==> config.mk <==
export PLATFORM = sky130hd
export DESIGN_NAME = core_top
export DESIGN_NICKNAME = d
export VERILOG_FILES = /design/src/ctrl_pkg.sv /design/src/time_pkg.sv /design/src/boot_reset_ctrl.sv /design/src/misc_ctrl_regs.sv /design/src/vita_timer.sv /design/src/readback_mux.sv /design/src/core_top.sv
export VERILOG_INCLUDE_DIRS = /design/src /design/src/src
export SDC_FILE = /design/constraint.sdc
export NUM_CORES = 1
export LEC_CHECK = 0
export BUFFER_PORTS_ARGS = -buffer_cell sky130_fd_sc_hd__buf_2
export CAP_MARGIN = 20
export CORE_MARGIN = 2
export CORE_UTILIZATION = 45
export CTS_CLUSTER_SIZE = 40
export DETAILED_ROUTE_END_ITERATION = 8
export GPL_TIMING_DRIVEN = 0
export PLACE_DENSITY = 0.74
export SETUP_SLACK_MARGIN = 0.02
export SYNTH_ARGS = -nofsm -noshare
export SYNTH_HDL_FRONTEND = slang
export SYNTH_HIERARCHICAL = 1
export SYNTH_SLANG_ARGS = --single-unit
==> constraint.sdc <==
create_clock -name dsp_clk -period 3.8 [get_ports dsp_clk]
set_clock_uncertainty 0.1 [all_clocks]
set_input_delay 0.19 -clock dsp_clk [delete_from_list [all_inputs] [get_ports dsp_clk]]
set_output_delay 0.19 -clock dsp_clk [all_outputs]
set_load 0.02 [all_outputs]
==> src/core_defs.svh <==
// Register map and widths for a single dsp_clk domain with an 8-bit settings address space
`ifndef CORE_DEFS_SVH
`define CORE_DEFS_SVH

////////////////////////////////////////
// Settings bus
`define SET_ADDR_W 8
`define SET_DATA_W 32

// Register bases
`define SR_MISC    0     // 7 regs
`define SR_TIME64  10    // 3 regs
`define SR_DIVSW   180   // 2 regs

////////////////////////////////////////
// Widths and reset values
`define TIME_W        64
`define RB_WORDS      16
`define LED_W         8
`define LED_SRC_RESET 8'h1E   // LEDs 1 to 4 follow hardware

// Compatibility number
// Bump the minor number for any change software can see
`define COMPAT_MAJOR 8
`define COMPAT_MINOR 2

`endif

==> src/ctrl_pkg.sv <==
// Settings bus and boot controller types with widths taken from core_defs.svh
`include "core_defs.svh"

package ctrl_pkg;

   ////////////////////////////////////////
   // Settings bus

   typedef logic [`SET_ADDR_W-1:0] set_addr_t;
   typedef logic [`SET_DATA_W-1:0] set_data_t;

   ////////////////////////////////////////
   // Boot handoff

   typedef enum logic {
      BOOT_WAIT = 1'b0,   // Bootloader running
      BOOT_DONE = 1'b1    // Left only by power on reset
   } boot_state_e;

endpackage

==> src/time_pkg.sv <==
// VITA time types; the readback index must cover RB_WORDS words
`include "core_defs.svh"

package time_pkg;

   typedef logic [`TIME_W-1:0] vita_time_t;

   // Load command in bit 0 of the load register
   typedef enum logic {
      LOAD_NOW    = 1'b0,
      LOAD_ON_PPS = 1'b1
   } time_load_e;

   // Only these readback words carry data
   typedef enum logic [$clog2(`RB_WORDS)-1:0] {
      RB_TIME_HI = 4'd10,
      RB_TIME_LO = 4'd11,
      RB_COMPAT  = 4'd12,
      RB_STATUS  = 4'd13,
      RB_PPS_HI  = 4'd14,
      RB_PPS_LO  = 4'd15
   } rb_word_e;

endpackage

==> src/boot_reset_ctrl.sv <==
// Core reset follows por_rst with one cycle of lag and pulses once on the first bootloader done
module boot_reset_ctrl
   import ctrl_pkg::*;
(
   input  logic dsp_clk,
   input  logic por_rst,
   input  logic bldr_done_i,
   output logic core_rst_o
);

   boot_state_e state;

   always_ff @(posedge dsp_clk) begin
      if (por_rst) begin
         state      <= BOOT_WAIT;
         core_rst_o <= 1'b1;   // Held one cycle past por
      end else begin
         case (state)
            BOOT_WAIT: begin
               core_rst_o <= bldr_done_i;   // Single pulse on handoff
               if (bldr_done_i) begin
                  state <= BOOT_DONE;
               end
            end

            // Later done writes have no effect
            BOOT_DONE: begin
               core_rst_o <= 1'b0;
            end

            default: begin
               state      <= BOOT_WAIT;
               core_rst_o <= 1'b0;
            end
         endcase
      end
   end

endmodule

==> src/misc_ctrl_regs.sv <==
// Misc control registers update one cycle after the strobe; core_rst_i restores all reset values
`include "core_defs.svh"

module misc_ctrl_regs
   import ctrl_pkg::*;
(
   input  logic              dsp_clk,
   input  logic              core_rst_i,
   input  logic              set_stb_i,
   input  set_addr_t         set_addr_i,
   input  set_data_t         set_data_i,
   input  logic              run_rx_i,
   input  logic              run_tx_i,
   input  logic              clk_status_i,
   input  logic              serdes_link_up_i,
   input  logic              good_sync_i,
   output logic              bldr_done_o,
   output logic [`LED_W-1:0] leds_o,
   output logic              clock_ready_o,
   output logic [1:0]        clk_en_o,
   output logic [1:0]        clk_sel_o,
   output logic [3:0]        ser_ctrl_o,
   output logic [3:0]        adc_ctrl_o,
   output logic              phy_reset_n_o,
   output logic [1:0]        div_sw_o
);

   localparam set_addr_t ADDR_CLK     = set_addr_t'(`SR_MISC + 0);
   localparam set_addr_t ADDR_SER     = set_addr_t'(`SR_MISC + 1);
   localparam set_addr_t ADDR_ADC     = set_addr_t'(`SR_MISC + 2);
   localparam set_addr_t ADDR_LED_SW  = set_addr_t'(`SR_MISC + 3);
   localparam set_addr_t ADDR_PHY     = set_addr_t'(`SR_MISC + 4);
   localparam set_addr_t ADDR_BLDR    = set_addr_t'(`SR_MISC + 5);
   localparam set_addr_t ADDR_LED_SRC = set_addr_t'(`SR_MISC + 6);
   localparam set_addr_t ADDR_DIVSW0  = set_addr_t'(`SR_DIVSW + 0);
   localparam set_addr_t ADDR_DIVSW1  = set_addr_t'(`SR_DIVSW + 1);

   logic [4:0]        clk_ctrl;   // {ready, en[1:0], sel[1:0]}
   logic              phy_reset;
   logic [`LED_W-1:0] led_sw;
   logic [`LED_W-1:0] led_src;    // 1 = hardware, 0 = software
   logic [`LED_W-1:0] led_hw;

   ////////////////////////////////////////
   // Register bank

   always_ff @(posedge dsp_clk) begin
      if (core_rst_i) begin
         clk_ctrl    <= '0;
         ser_ctrl_o  <= '0;
         adc_ctrl_o  <= '0;
         led_sw      <= '0;
         phy_reset   <= 1'b0;
         bldr_done_o <= 1'b0;
         led_src     <= `LED_SRC_RESET;
         div_sw_o    <= 2'b11;   // Both switches on
      end else if (set_stb_i) begin
         case (set_addr_i)
            ADDR_CLK:     clk_ctrl    <= set_data_i[4:0];
            ADDR_SER:     ser_ctrl_o  <= set_data_i[3:0];
            ADDR_ADC:     adc_ctrl_o  <= set_data_i[3:0];
            ADDR_LED_SW:  led_sw      <= set_data_i[`LED_W-1:0];
            ADDR_PHY:     phy_reset   <= set_data_i[0];
            ADDR_BLDR:    bldr_done_o <= set_data_i[0];
            ADDR_LED_SRC: led_src     <= set_data_i[`LED_W-1:0];
            ADDR_DIVSW0:  div_sw_o[0] <= set_data_i[0];
            ADDR_DIVSW1:  div_sw_o[1] <= set_data_i[0];
            default: ;
         endcase
      end
   end

   assign {clock_ready_o, clk_en_o, clk_sel_o} = clk_ctrl;
   assign phy_reset_n_o = ~phy_reset;   // Pin is active low

   ////////////////////////////////////////
   // LED mix

   // Link LED only lights once time is synced
   assign led_hw = `LED_W'({run_tx_i, run_rx_i, clk_status_i,
                            serdes_link_up_i & good_sync_i, 1'b0});

   assign leds_o = (led_src & led_hw) | (~led_src & led_sw);

endmodule

==> src/vita_timer.sv <==
// Free running 64-bit time; pps_i is asynchronous and acts about three cycles after its edge
`include "core_defs.svh"

module vita_timer
   import ctrl_pkg::*;
   import time_pkg::*;
(
   input  logic       dsp_clk,
   input  logic       core_rst_i,
   input  logic       set_stb_i,
   input  set_addr_t  set_addr_i,
   input  set_data_t  set_data_i,
   input  logic       pps_i,
   output vita_time_t vita_time_o,
   output vita_time_t vita_time_pps_o,
   output logic       pps_int_o,
   output logic       good_sync_o
);

   localparam int HALF_W = `TIME_W / 2;

   localparam set_addr_t ADDR_HI   = set_addr_t'(`SR_TIME64 + 0);
   localparam set_addr_t ADDR_LO   = set_addr_t'(`SR_TIME64 + 1);
   localparam set_addr_t ADDR_LOAD = set_addr_t'(`SR_TIME64 + 2);

   logic [HALF_W-1:0] time_hi;
   logic [HALF_W-1:0] time_lo;
   vita_time_t        staged;
   time_load_e        armed;
   logic              load_cmd;
   logic              load_now;
   logic              armed_load;
   logic              pps_s1;
   logic              pps_s2;
   logic              pps_d;
   logic              pps_edge;

   assign staged     = {time_hi, time_lo};
   assign load_cmd   = set_stb_i && (set_addr_i == ADDR_LOAD);
   assign load_now   = load_cmd && (set_data_i[0] == LOAD_NOW);
   assign pps_edge   = pps_s2 & ~pps_d;                  // Rising edge only
   assign armed_load = pps_edge && (armed == LOAD_ON_PPS);

   // Staged time words
   always_ff @(posedge dsp_clk) begin
      if (core_rst_i) begin
         time_hi <= '0;
         time_lo <= '0;
      end else begin
         if (set_stb_i && (set_addr_i == ADDR_HI)) begin
            time_hi <= set_data_i[HALF_W-1:0];
         end
         if (set_stb_i && (set_addr_i == ADDR_LO)) begin
            time_lo <= set_data_i[HALF_W-1:0];
         end
      end
   end

   ////////////////////////////////////////
   // PPS synchronizer and edge detect

   always_ff @(posedge dsp_clk) begin
      if (core_rst_i) begin
         pps_s1    <= 1'b0;
         pps_s2    <= 1'b0;
         pps_d     <= 1'b0;
         pps_int_o <= 1'b0;
      end else begin
         pps_s1    <= pps_i;
         pps_s2    <= pps_s1;
         pps_d     <= pps_s2;
         pps_int_o <= pps_edge;
      end
   end

   ////////////////////////////////////////
   // Counter, arm and latch

   always_ff @(posedge dsp_clk) begin
      if (core_rst_i) begin
         vita_time_o     <= '0;
         vita_time_pps_o <= '0;
         armed           <= LOAD_NOW;
         good_sync_o     <= 1'b0;
      end else begin
         if (load_now || armed_load) begin
            vita_time_o <= staged;
         end else begin
            vita_time_o <= vita_time_o + 1'b1;
         end

         if (pps_edge) begin
            vita_time_pps_o <= armed_load ? staged : vita_time_o;
         end

         // A new command overrides a pending arm
         if (load_cmd) begin
            armed <= time_load_e'(set_data_i[0]);
         end else if (armed_load) begin
            armed       <= LOAD_NOW;
            good_sync_o <= 1'b1;
         end
      end
   end

endmodule

==> src/readback_mux.sv <==
// Readback word appears one cycle after rb_addr_i is sampled; unnamed words read zero
`include "core_defs.svh"

module readback_mux
   import time_pkg::*;
(
   input  logic                   dsp_clk,
   input  logic                   core_rst_i,
   input  rb_word_e               rb_addr_i,
   input  vita_time_t             vita_time_i,
   input  vita_time_t             vita_time_pps_i,
   input  logic                   clk_status_i,
   input  logic                   serdes_link_up_i,
   input  logic                   button_i,
   output logic [`SET_DATA_W-1:0] rb_data_o
);

   localparam int HALF_W = `TIME_W / 2;

   // {major, minor}
   localparam logic [`SET_DATA_W-1:0] COMPAT_NUM = {16'(`COMPAT_MAJOR), 16'(`COMPAT_MINOR)};

   logic [`SET_DATA_W-1:0] status_word;

   // Button at 13, clock status at 11, link at 10
   assign status_word = {18'b0, button_i, 1'b0, clk_status_i, serdes_link_up_i, 10'b0};

   always_ff @(posedge dsp_clk) begin
      if (core_rst_i) begin
         rb_data_o <= '0;
      end else begin
         case (rb_addr_i)
            RB_TIME_HI: rb_data_o <= vita_time_i[`TIME_W-1:HALF_W];
            RB_TIME_LO: rb_data_o <= vita_time_i[HALF_W-1:0];
            RB_COMPAT:  rb_data_o <= COMPAT_NUM;
            RB_STATUS:  rb_data_o <= status_word;
            RB_PPS_HI:  rb_data_o <= vita_time_pps_i[`TIME_W-1:HALF_W];
            RB_PPS_LO:  rb_data_o <= vita_time_pps_i[HALF_W-1:0];
            default:    rb_data_o <= '0;
         endcase
      end
   end

endmodule

==> src/core_top.sv <==
// Control and status core on one dsp_clk; settings writes have no back-pressure
`include "core_defs.svh"

module core_top
   import ctrl_pkg::*;
   import time_pkg::*;
(
   input  logic                   dsp_clk,
   input  logic                   por_rst,
   input  logic                   set_stb_i,
   input  set_addr_t              set_addr_i,
   input  set_data_t              set_data_i,
   input  rb_word_e               rb_addr_i,
   output logic [`SET_DATA_W-1:0] rb_data_o,
   input  logic                   pps_i,
   input  logic                   run_rx_i,
   input  logic                   run_tx_i,
   input  logic                   clk_status_i,
   input  logic                   serdes_link_up_i,
   input  logic                   button_i,
   output logic [`LED_W-1:0]      leds_o,
   output logic                   clock_ready_o,
   output logic [1:0]             clk_en_o,
   output logic [1:0]             clk_sel_o,
   output logic [3:0]             ser_ctrl_o,
   output logic [3:0]             adc_ctrl_o,
   output logic                   phy_reset_n_o,
   output logic [1:0]             div_sw_o,
   output logic                   pps_int_o,
   output logic                   core_rst_o
);

   logic       bldr_done;
   logic       good_sync;
   vita_time_t vita_time;
   vita_time_t vita_time_pps;

   ////////////////////////////////////////
   // Reset

   boot_reset_ctrl u_boot (
      .dsp_clk     (dsp_clk),
      .por_rst     (por_rst),
      .bldr_done_i (bldr_done),
      .core_rst_o  (core_rst_o)   // Also resets the blocks below
   );

   ////////////////////////////////////////
   // Settings and status

   misc_ctrl_regs u_regs (
      .dsp_clk          (dsp_clk),
      .core_rst_i       (core_rst_o),
      .set_stb_i        (set_stb_i),
      .set_addr_i       (set_addr_i),
      .set_data_i       (set_data_i),
      .run_rx_i         (run_rx_i),
      .run_tx_i         (run_tx_i),
      .clk_status_i     (clk_status_i),
      .serdes_link_up_i (serdes_link_up_i),
      .good_sync_i      (good_sync),
      .bldr_done_o      (bldr_done),
      .leds_o           (leds_o),
      .clock_ready_o    (clock_ready_o),
      .clk_en_o         (clk_en_o),
      .clk_sel_o        (clk_sel_o),
      .ser_ctrl_o       (ser_ctrl_o),
      .adc_ctrl_o       (adc_ctrl_o),
      .phy_reset_n_o    (phy_reset_n_o),
      .div_sw_o         (div_sw_o)
   );

   vita_timer u_timer (
      .dsp_clk         (dsp_clk),
      .core_rst_i      (core_rst_o),
      .set_stb_i       (set_stb_i),
      .set_addr_i      (set_addr_i),
      .set_data_i      (set_data_i),
      .pps_i           (pps_i),
      .vita_time_o     (vita_time),
      .vita_time_pps_o (vita_time_pps),
      .pps_int_o       (pps_int_o),
      .good_sync_o     (good_sync)
   );

   readback_mux u_rb (
      .dsp_clk          (dsp_clk),
      .core_rst_i       (core_rst_o),
      .rb_addr_i        (rb_addr_i),
      .vita_time_i      (vita_time),
      .vita_time_pps_i  (vita_time_pps),
      .clk_status_i     (clk_status_i),
      .serdes_link_up_i (serdes_link_up_i),
      .button_i         (button_i),
      .rb_data_o        (rb_data_o)
   );

endmodule

Yosys cells after proc, flatten, opt, wreduce, memory -nomap -nowiden
Cells that the tools add are included.
{"block": "classes", "n_addsub": 1, "multipliers": 0, "n_div": 0, "order_cmp": 0, "eq_ne": 17, "shift": 0, "mux": 8, "n_bitwise": 11, "reduce_logical": 18}
{"operator": "32-bit case mux with 6 select lines", "count": 1}
{"operator": "64-bit 2-to-1 mux", "count": 2}
{"operator": "64-bit by 1-bit adder with 64-bit output, second input constant", "count": 1}
{"operator": "4-bit == test, second input constant", "count": 6}
{"operator": "8-bit by 3-bit == test with 1-bit output, second input constant", "count": 3}
{"operator": "8-bit by 4-bit == test with 1-bit output, second input constant", "count": 3}
{"operator": "2-bit AND reduction", "count": 10}
{"operator": "8-bit by 2-bit == test with 1-bit output, second input constant", "count": 2}
{"operator": "8-bit == test, second input constant", "count": 2}
{"operator": "8-bit by 5-bit AND with 8-bit output", "count": 1}
{"operator": "8-bit AND", "count": 1}
{"operator": "8-bit by 1-bit == test with 1-bit output, second input constant", "count": 1}
{"operator": "8-bit zero test", "count": 1}
{"operator": "8-bit inverter", "count": 1}
{"operator": "8-bit OR", "count": 1}
{"operator": "1-bit logical AND", "count": 5}
{"operator": "1-bit inverter", "count": 5}
{"operator": "1-bit 2-to-1 mux", "count": 4}
{"operator": "1-bit AND", "count": 2}
{"operator": "1-bit case mux with 2 select lines", "count": 1}
{"operator": "2-bit nonzero test", "count": 1}
{"operator": "1-bit logical OR", "count": 1}
{"block": "word_totals", "register_bits": 265, "latchBits": 0, "ram_bits": 0, "rom_bits": 0, "inputBits": 53, "output_inout_bits": 58, "word_cells": 77, "memories": 0}

Depth between registers and ports, before layout
{"block": "logic_depth", "word_depth": 5, "depth_mapped": 8, "depth_no_buf": 7}

Hierarchy
Netlist, hierarchy kept.
{"module": "vita_timer", "instances": 1, "cells_per_inst": 1003, "area_per_inst_um2": 8610.8, "seq_area_each_um2": 3963.8}
{"module": "readback_mux", "instances": 1, "cells_per_inst": 197, "area_per_inst_um2": 1980.6, "seq_area_each_um2": 640.6}
{"module": "misc_ctrl_regs", "instances": 1, "cells_per_inst": 149, "area_per_inst_um2": 1545.2, "seq_area_each_um2": 660.6}
{"module": "boot_reset_ctrl", "instances": 1, "cells_per_inst": 6, "area_per_inst_um2": 58.8, "seq_area_each_um2": 40.0}

Worst setup path after synthesis
OpenSTA, ideal clock, no wires.
{"block": "synth_path", "path_type": "register -> register", "start": "register u_timer.vita_time_o[0]", "end": "register u_timer.vita_time_o[42]", "setup_ps": 91, "arrival_ps": 2437, "required_time_ps": 3609, "setup_slack_ps": 1172, "path_stages_with_launch": 7, "path_buffers": 0, "synth_period_minus_slack_ps": 2628, "path_cell_list": "dfxtp_1 > ha_1 > nand3_1 > or4_4 > or4_4 > or4_1 > a311oi_1"}
{"block": "synth_via", "elab_chain_cells": 2}
{"item": "from (decl)", "line": "vita_timer.sv:14", "source": "output vita_time_t vita_time_o,"}
{"item": "from (signal assigned)", "line": "vita_timer.sv:87", "source": "vita_time_o <= staged;"}
{"item": "from (signal assigned)", "line": "vita_timer.sv:89", "source": "vita_time_o <= vita_time_o + 1'b1;"}
{"item": "64-bit by 1-bit adder with 64-bit output", "line": "vita_timer.sv:89"}
{"item": "64-bit 2-to-1 mux", "line": "vita_timer.sv:86", "source": "if (load_now || armed_load) begin"}
Every way passes these cells.
A chain may end at the register's enable or synchronous reset.

Worst setup path after layout
{"block": "layout_path", "start": "register u_timer.vita_time_o[0]", "end": "register u_timer.vita_time_o[56]"}
Same word-level chain as after synthesis.

==> flow_summary.rst <==
.. list-table::
   :header-rows: 1

   * - Metric
     - Value
   * - Result of the run
     - finished, final reports clean
   * - Final count of pins violating max slew
     - 0
   * - Residual antenna-violating net count after detailed routing
     - 0
   * - Avg Synthesized Cell Area
     - 9.00 µm²
   * - Predominant post-synthesis flop cell
     - dfxtp_1
   * - Area overhead of the layout relative to synthesis
     - 18.2%
   * - # Post-CTS Setup Buffers
     - 0
   * - Mapped Cells
     - ~1400
   * - Worst-case setup slack after placement
     - roughly 0.61 ns
   * - Worst hold margin
     - ~0.026 ns
   * - Final period utilization
     - between 80 and 90%
   * - Share of synthesized area occupied by flip-flops and latches
     - around 44%
   * - Bufs on Longest Clock Path
     - 3
   * - Total Nets Final
     - 1586
   * - Post-DR wirelength/cell
     - approximately 20 µm
   * - Synth top area cells
     - dfxtp_1 44%, mux2i_1 13%, a211oi_1 7.7%, nor2_1 5.3%, nand2_1 4.8%
   * - Data arrival, critical path
     - ~3.6 ns
   * - Count of hold buffers inserted by post-cts repair
     - 39
   * - Max IR drop VDD
     - 0.215 mV
   * - Routed wire length
     - 37.2 mm
   * - Starting density of the core
     - 45.5%
   * - Reg-to-Reg Start
     - u_timer/vita_time_o[0]
   * - Port-buffer cells
     - 108
   * - # resized after CTS
     - 0
   * - Number of flops mapped to enable cells by yosys
     - 0
   * - Power density over the cells
     - between 400 and 500 nW/µm²
   * - FP Rows
     - 60
   * - Total Power
     - roughly 5.9 mW
   * - Top-area cell type share of the netlist area
     - ~44%
   * - Final core area utilization
     - a little over half
   * - Summed instance area of the synthesized netlist
     - around 12000 µm²
   * - Congestion Overflow GR
     - 0
   * - Classification of the worst setup path
     - register to register
   * - Number of cells in the finished layout apart from fillers
     - around 1900
   * - Overall via count from detail_route
     - 10900
   * - Slew at the pin closest to its max-slew limit
     - between 0.9 and 1 ns
   * - Highest attainable clock frequency
     - 0.309 GHz
   * - DRC violation count after routing
     - 0
   * - Die Wd
     - ~170 µm
   * - HPWL Detailed
     - approximately 26 mm
   * - GRT Resource Usage Total
     - about 26%
   * - CTS tree
     - built
   * - Filler Cells Inserted
     - 2418
   * - Final hold viol count
     - 0
   * - Register bit total from synthesis
     - ~270
   * - Die ar.
     - between 20000 and 30000 µm²
   * - Num CTS Buffers
     - 27
   * - Startpoint class of the critical path
     - register
   * - Number of global-route vias before repair
     - 10700
   * - Most common cell after layout, fill and taps aside
     - dfxtp_1
   * - Max-cap viol count
     - 0
   * - Unrepaired setup endpoints after global routing
     - false
   * - Final Setup Violations
     - 0
   * - Clock Latency Late Sink
     - approximately 0.54 ns
   * - Library cells used by synthesis
     - 58
   * - Startpoint of the worst setup timing path
     - u_timer/vita_time_o[0]
   * - Share of synthesized registers carrying an async set or reset
     - 0%
   * - Min setup slack post-route
     - between 0.5 and 0.6 ns
   * - H-tree lvl count
     - 1
   * - Commonest cells after routing, fill and taps aside
     - 265 x dfxtp_1, 173 x nor2_1, 158 x mux2i_1, 156 x nand2_1, 125 x a211oi_1
   * - Final Critical Period
     - roughly 3.2 ns
   * - Clock sink total
     - roughly 270
   * - CTS root buffer
     - clkbuf_16
   * - Post-Place Cell Area
     - ~13000 µm²
   * - Data required time of the critical path
     - between 4 and 5 ns
   * - Number of nets produced by synthesis
     - between 1000 and 1500
   * - Leakage power total
     - about 5.2 nW
   * - Ratio of cells with drive above 1 in the final layout
     - around 14%
   * - Area leader, netlist
     - dfxtp_1
   * - Final setup TNS
     - 0 ns
   * - Crit. End Element
     - register
   * - Wire length of the first global-routing pass
     - between 50 and 60 mm
   * - Maximum number of pins on one net before global-route repair
     - 14
   * - Crit Path Max Fanout
     - 6
   * - Hold WC Path Type
     - primary input to register
   * - Clock-pin slew reported for the worst setup and hold paths after clock tree synthesis
     - roughly 0.06 ns
   * - Min-delay src
     - set_addr_i[1]
   * - Die outline height
     - ~170 µm
   * - Number of DRC markers after the initial detailed-route iteration
     - ~1000
   * - Placer's final routability congestion estimate
     - slightly above 0.9
   * - Num ports
     - about 110
   * - Headroom to the max-slew limit
     - 35.6%
   * - Area of all placed cells without fillers
     - about 14000 µm²
   * - Placed cell count
     - 1805
   * - Synthesis warning total
     - 6
   * - Vias/cell
     - between 5 and 6
   * - First-pass iteration count of the detailed router
     - 5
   * - Antenna violations before repair
     - 1
   * - Area inside the core boundary
     - roughly 27000 µm²
## worst max-delay path: stages, from the launching register on
cell and delay [ns]:
dfxtp_1 0.45, ha_1 0.22, nand3_1 0.27, or4_4 0.65
nor4_2 0.87, nand3_1 0.19, xor2_1 0.18, a211oi_1 0.23
## metal layers
metal	share of wire, %	wire length (µm)	GRT usage [%]
met5	0	0	0
met4	3.3	1220	11.4
met3	7.6	2820	4.77
met2	46	17000	41.1
met1	44	16200	34.2
## cells in the mapped netlist, types with 2 or more instances
master and n:
nand3b_1 2, clkbuf_1 74, a21oi_1 67, buf_1 4, or4_1 2, nor2_2 20, and4_1 7, nor3_2 3
nor4_4 2, inv_1 10, buf_2 6, nor3b_1 2, dfxtp_1 265, xor2_1 25, a211oi_2 2, or2b_1 2
nand3_1 35, or2_2 2, o22a_1 29, mux2_2 4, and4bb_2 2, a31oi_1 2, nand2_1 156, nor2_1 173
and2_1 2, nand2b_1 35, or4_4 3, buf_6 7, buf_4 12, xnor2_1 36, and3_1 18, nand3_2 3
a22oi_1 4, nor3_1 5, nand4_1 14, nor4_2 3, nor2b_1 12, a211oi_1 125, mux2i_1 158, nor4_1 4
## sequential cells by signal, indices dropped and copies added (netlist names), 2 cells and up
name                     flops
u_timer/vita_time_pps_o     64
u_timer/time_lo             32
u_regs/ser_ctrl_o            4
u_regs/led_sw                8
u_timer/time_hi             32
u_regs/adc_ctrl_o            4
u_timer/vita_time_o         64
u_regs/led_src               8
u_rb/rb_data_o              32
u_regs/div_sw_o              2
u_regs/clk_ctrl              5
## cells by family after synthesis
logic type                 count (synthesis)  synth area share [%]
adders and majority gates                  1                 0.103
AOI/OAI and AO/OA                        235                  13.5
xor gates and xnor gates                  61                  4.38
and+or+nand+nor                          518                  20.8
muxes                                    162                  13.3
buffers and inverters                    113                  4.34
DFF                                      265                  43.5
## final cells by class
type / count / area, µm² / area share (%)
antenna: 1 / 2.50 / 0.0174
buffer: 103 / 492 / 3.41
clock buffer: 41 / 758 / 5.26
clock inverter: 5 / 100 / 0.694
inverter: 10 / 37.5 / 0.260
multi-input combinational: 977 / 6360 / 44.1
sequential: 265 / 5310 / 36.8
tap: 341 / 427 / 2.96
timing repair buffer: 148 / 936 / 6.49
## power by group
part | switching, mW | internal [mW]
clock | 1.08 | 1.57
sequential | 0.0278 | 2.82
combinational | 0.226 | 0.146
total | 1.33 | 4.53
## final timing paths
check / endpoint / slack, ns / cells past startpoint
hold / removal: u_regs/led_src[5] / 0.03 / 3
hold reg to reg: u_timer/pps_int_o / 0.33 / 1
setup reg to reg: u_timer/vita_time_o[56] / 0.56 / 7
setup / recovery: u_timer/vita_time_o[56] / 0.56 / 7
(Power assumes the default switching activity.)
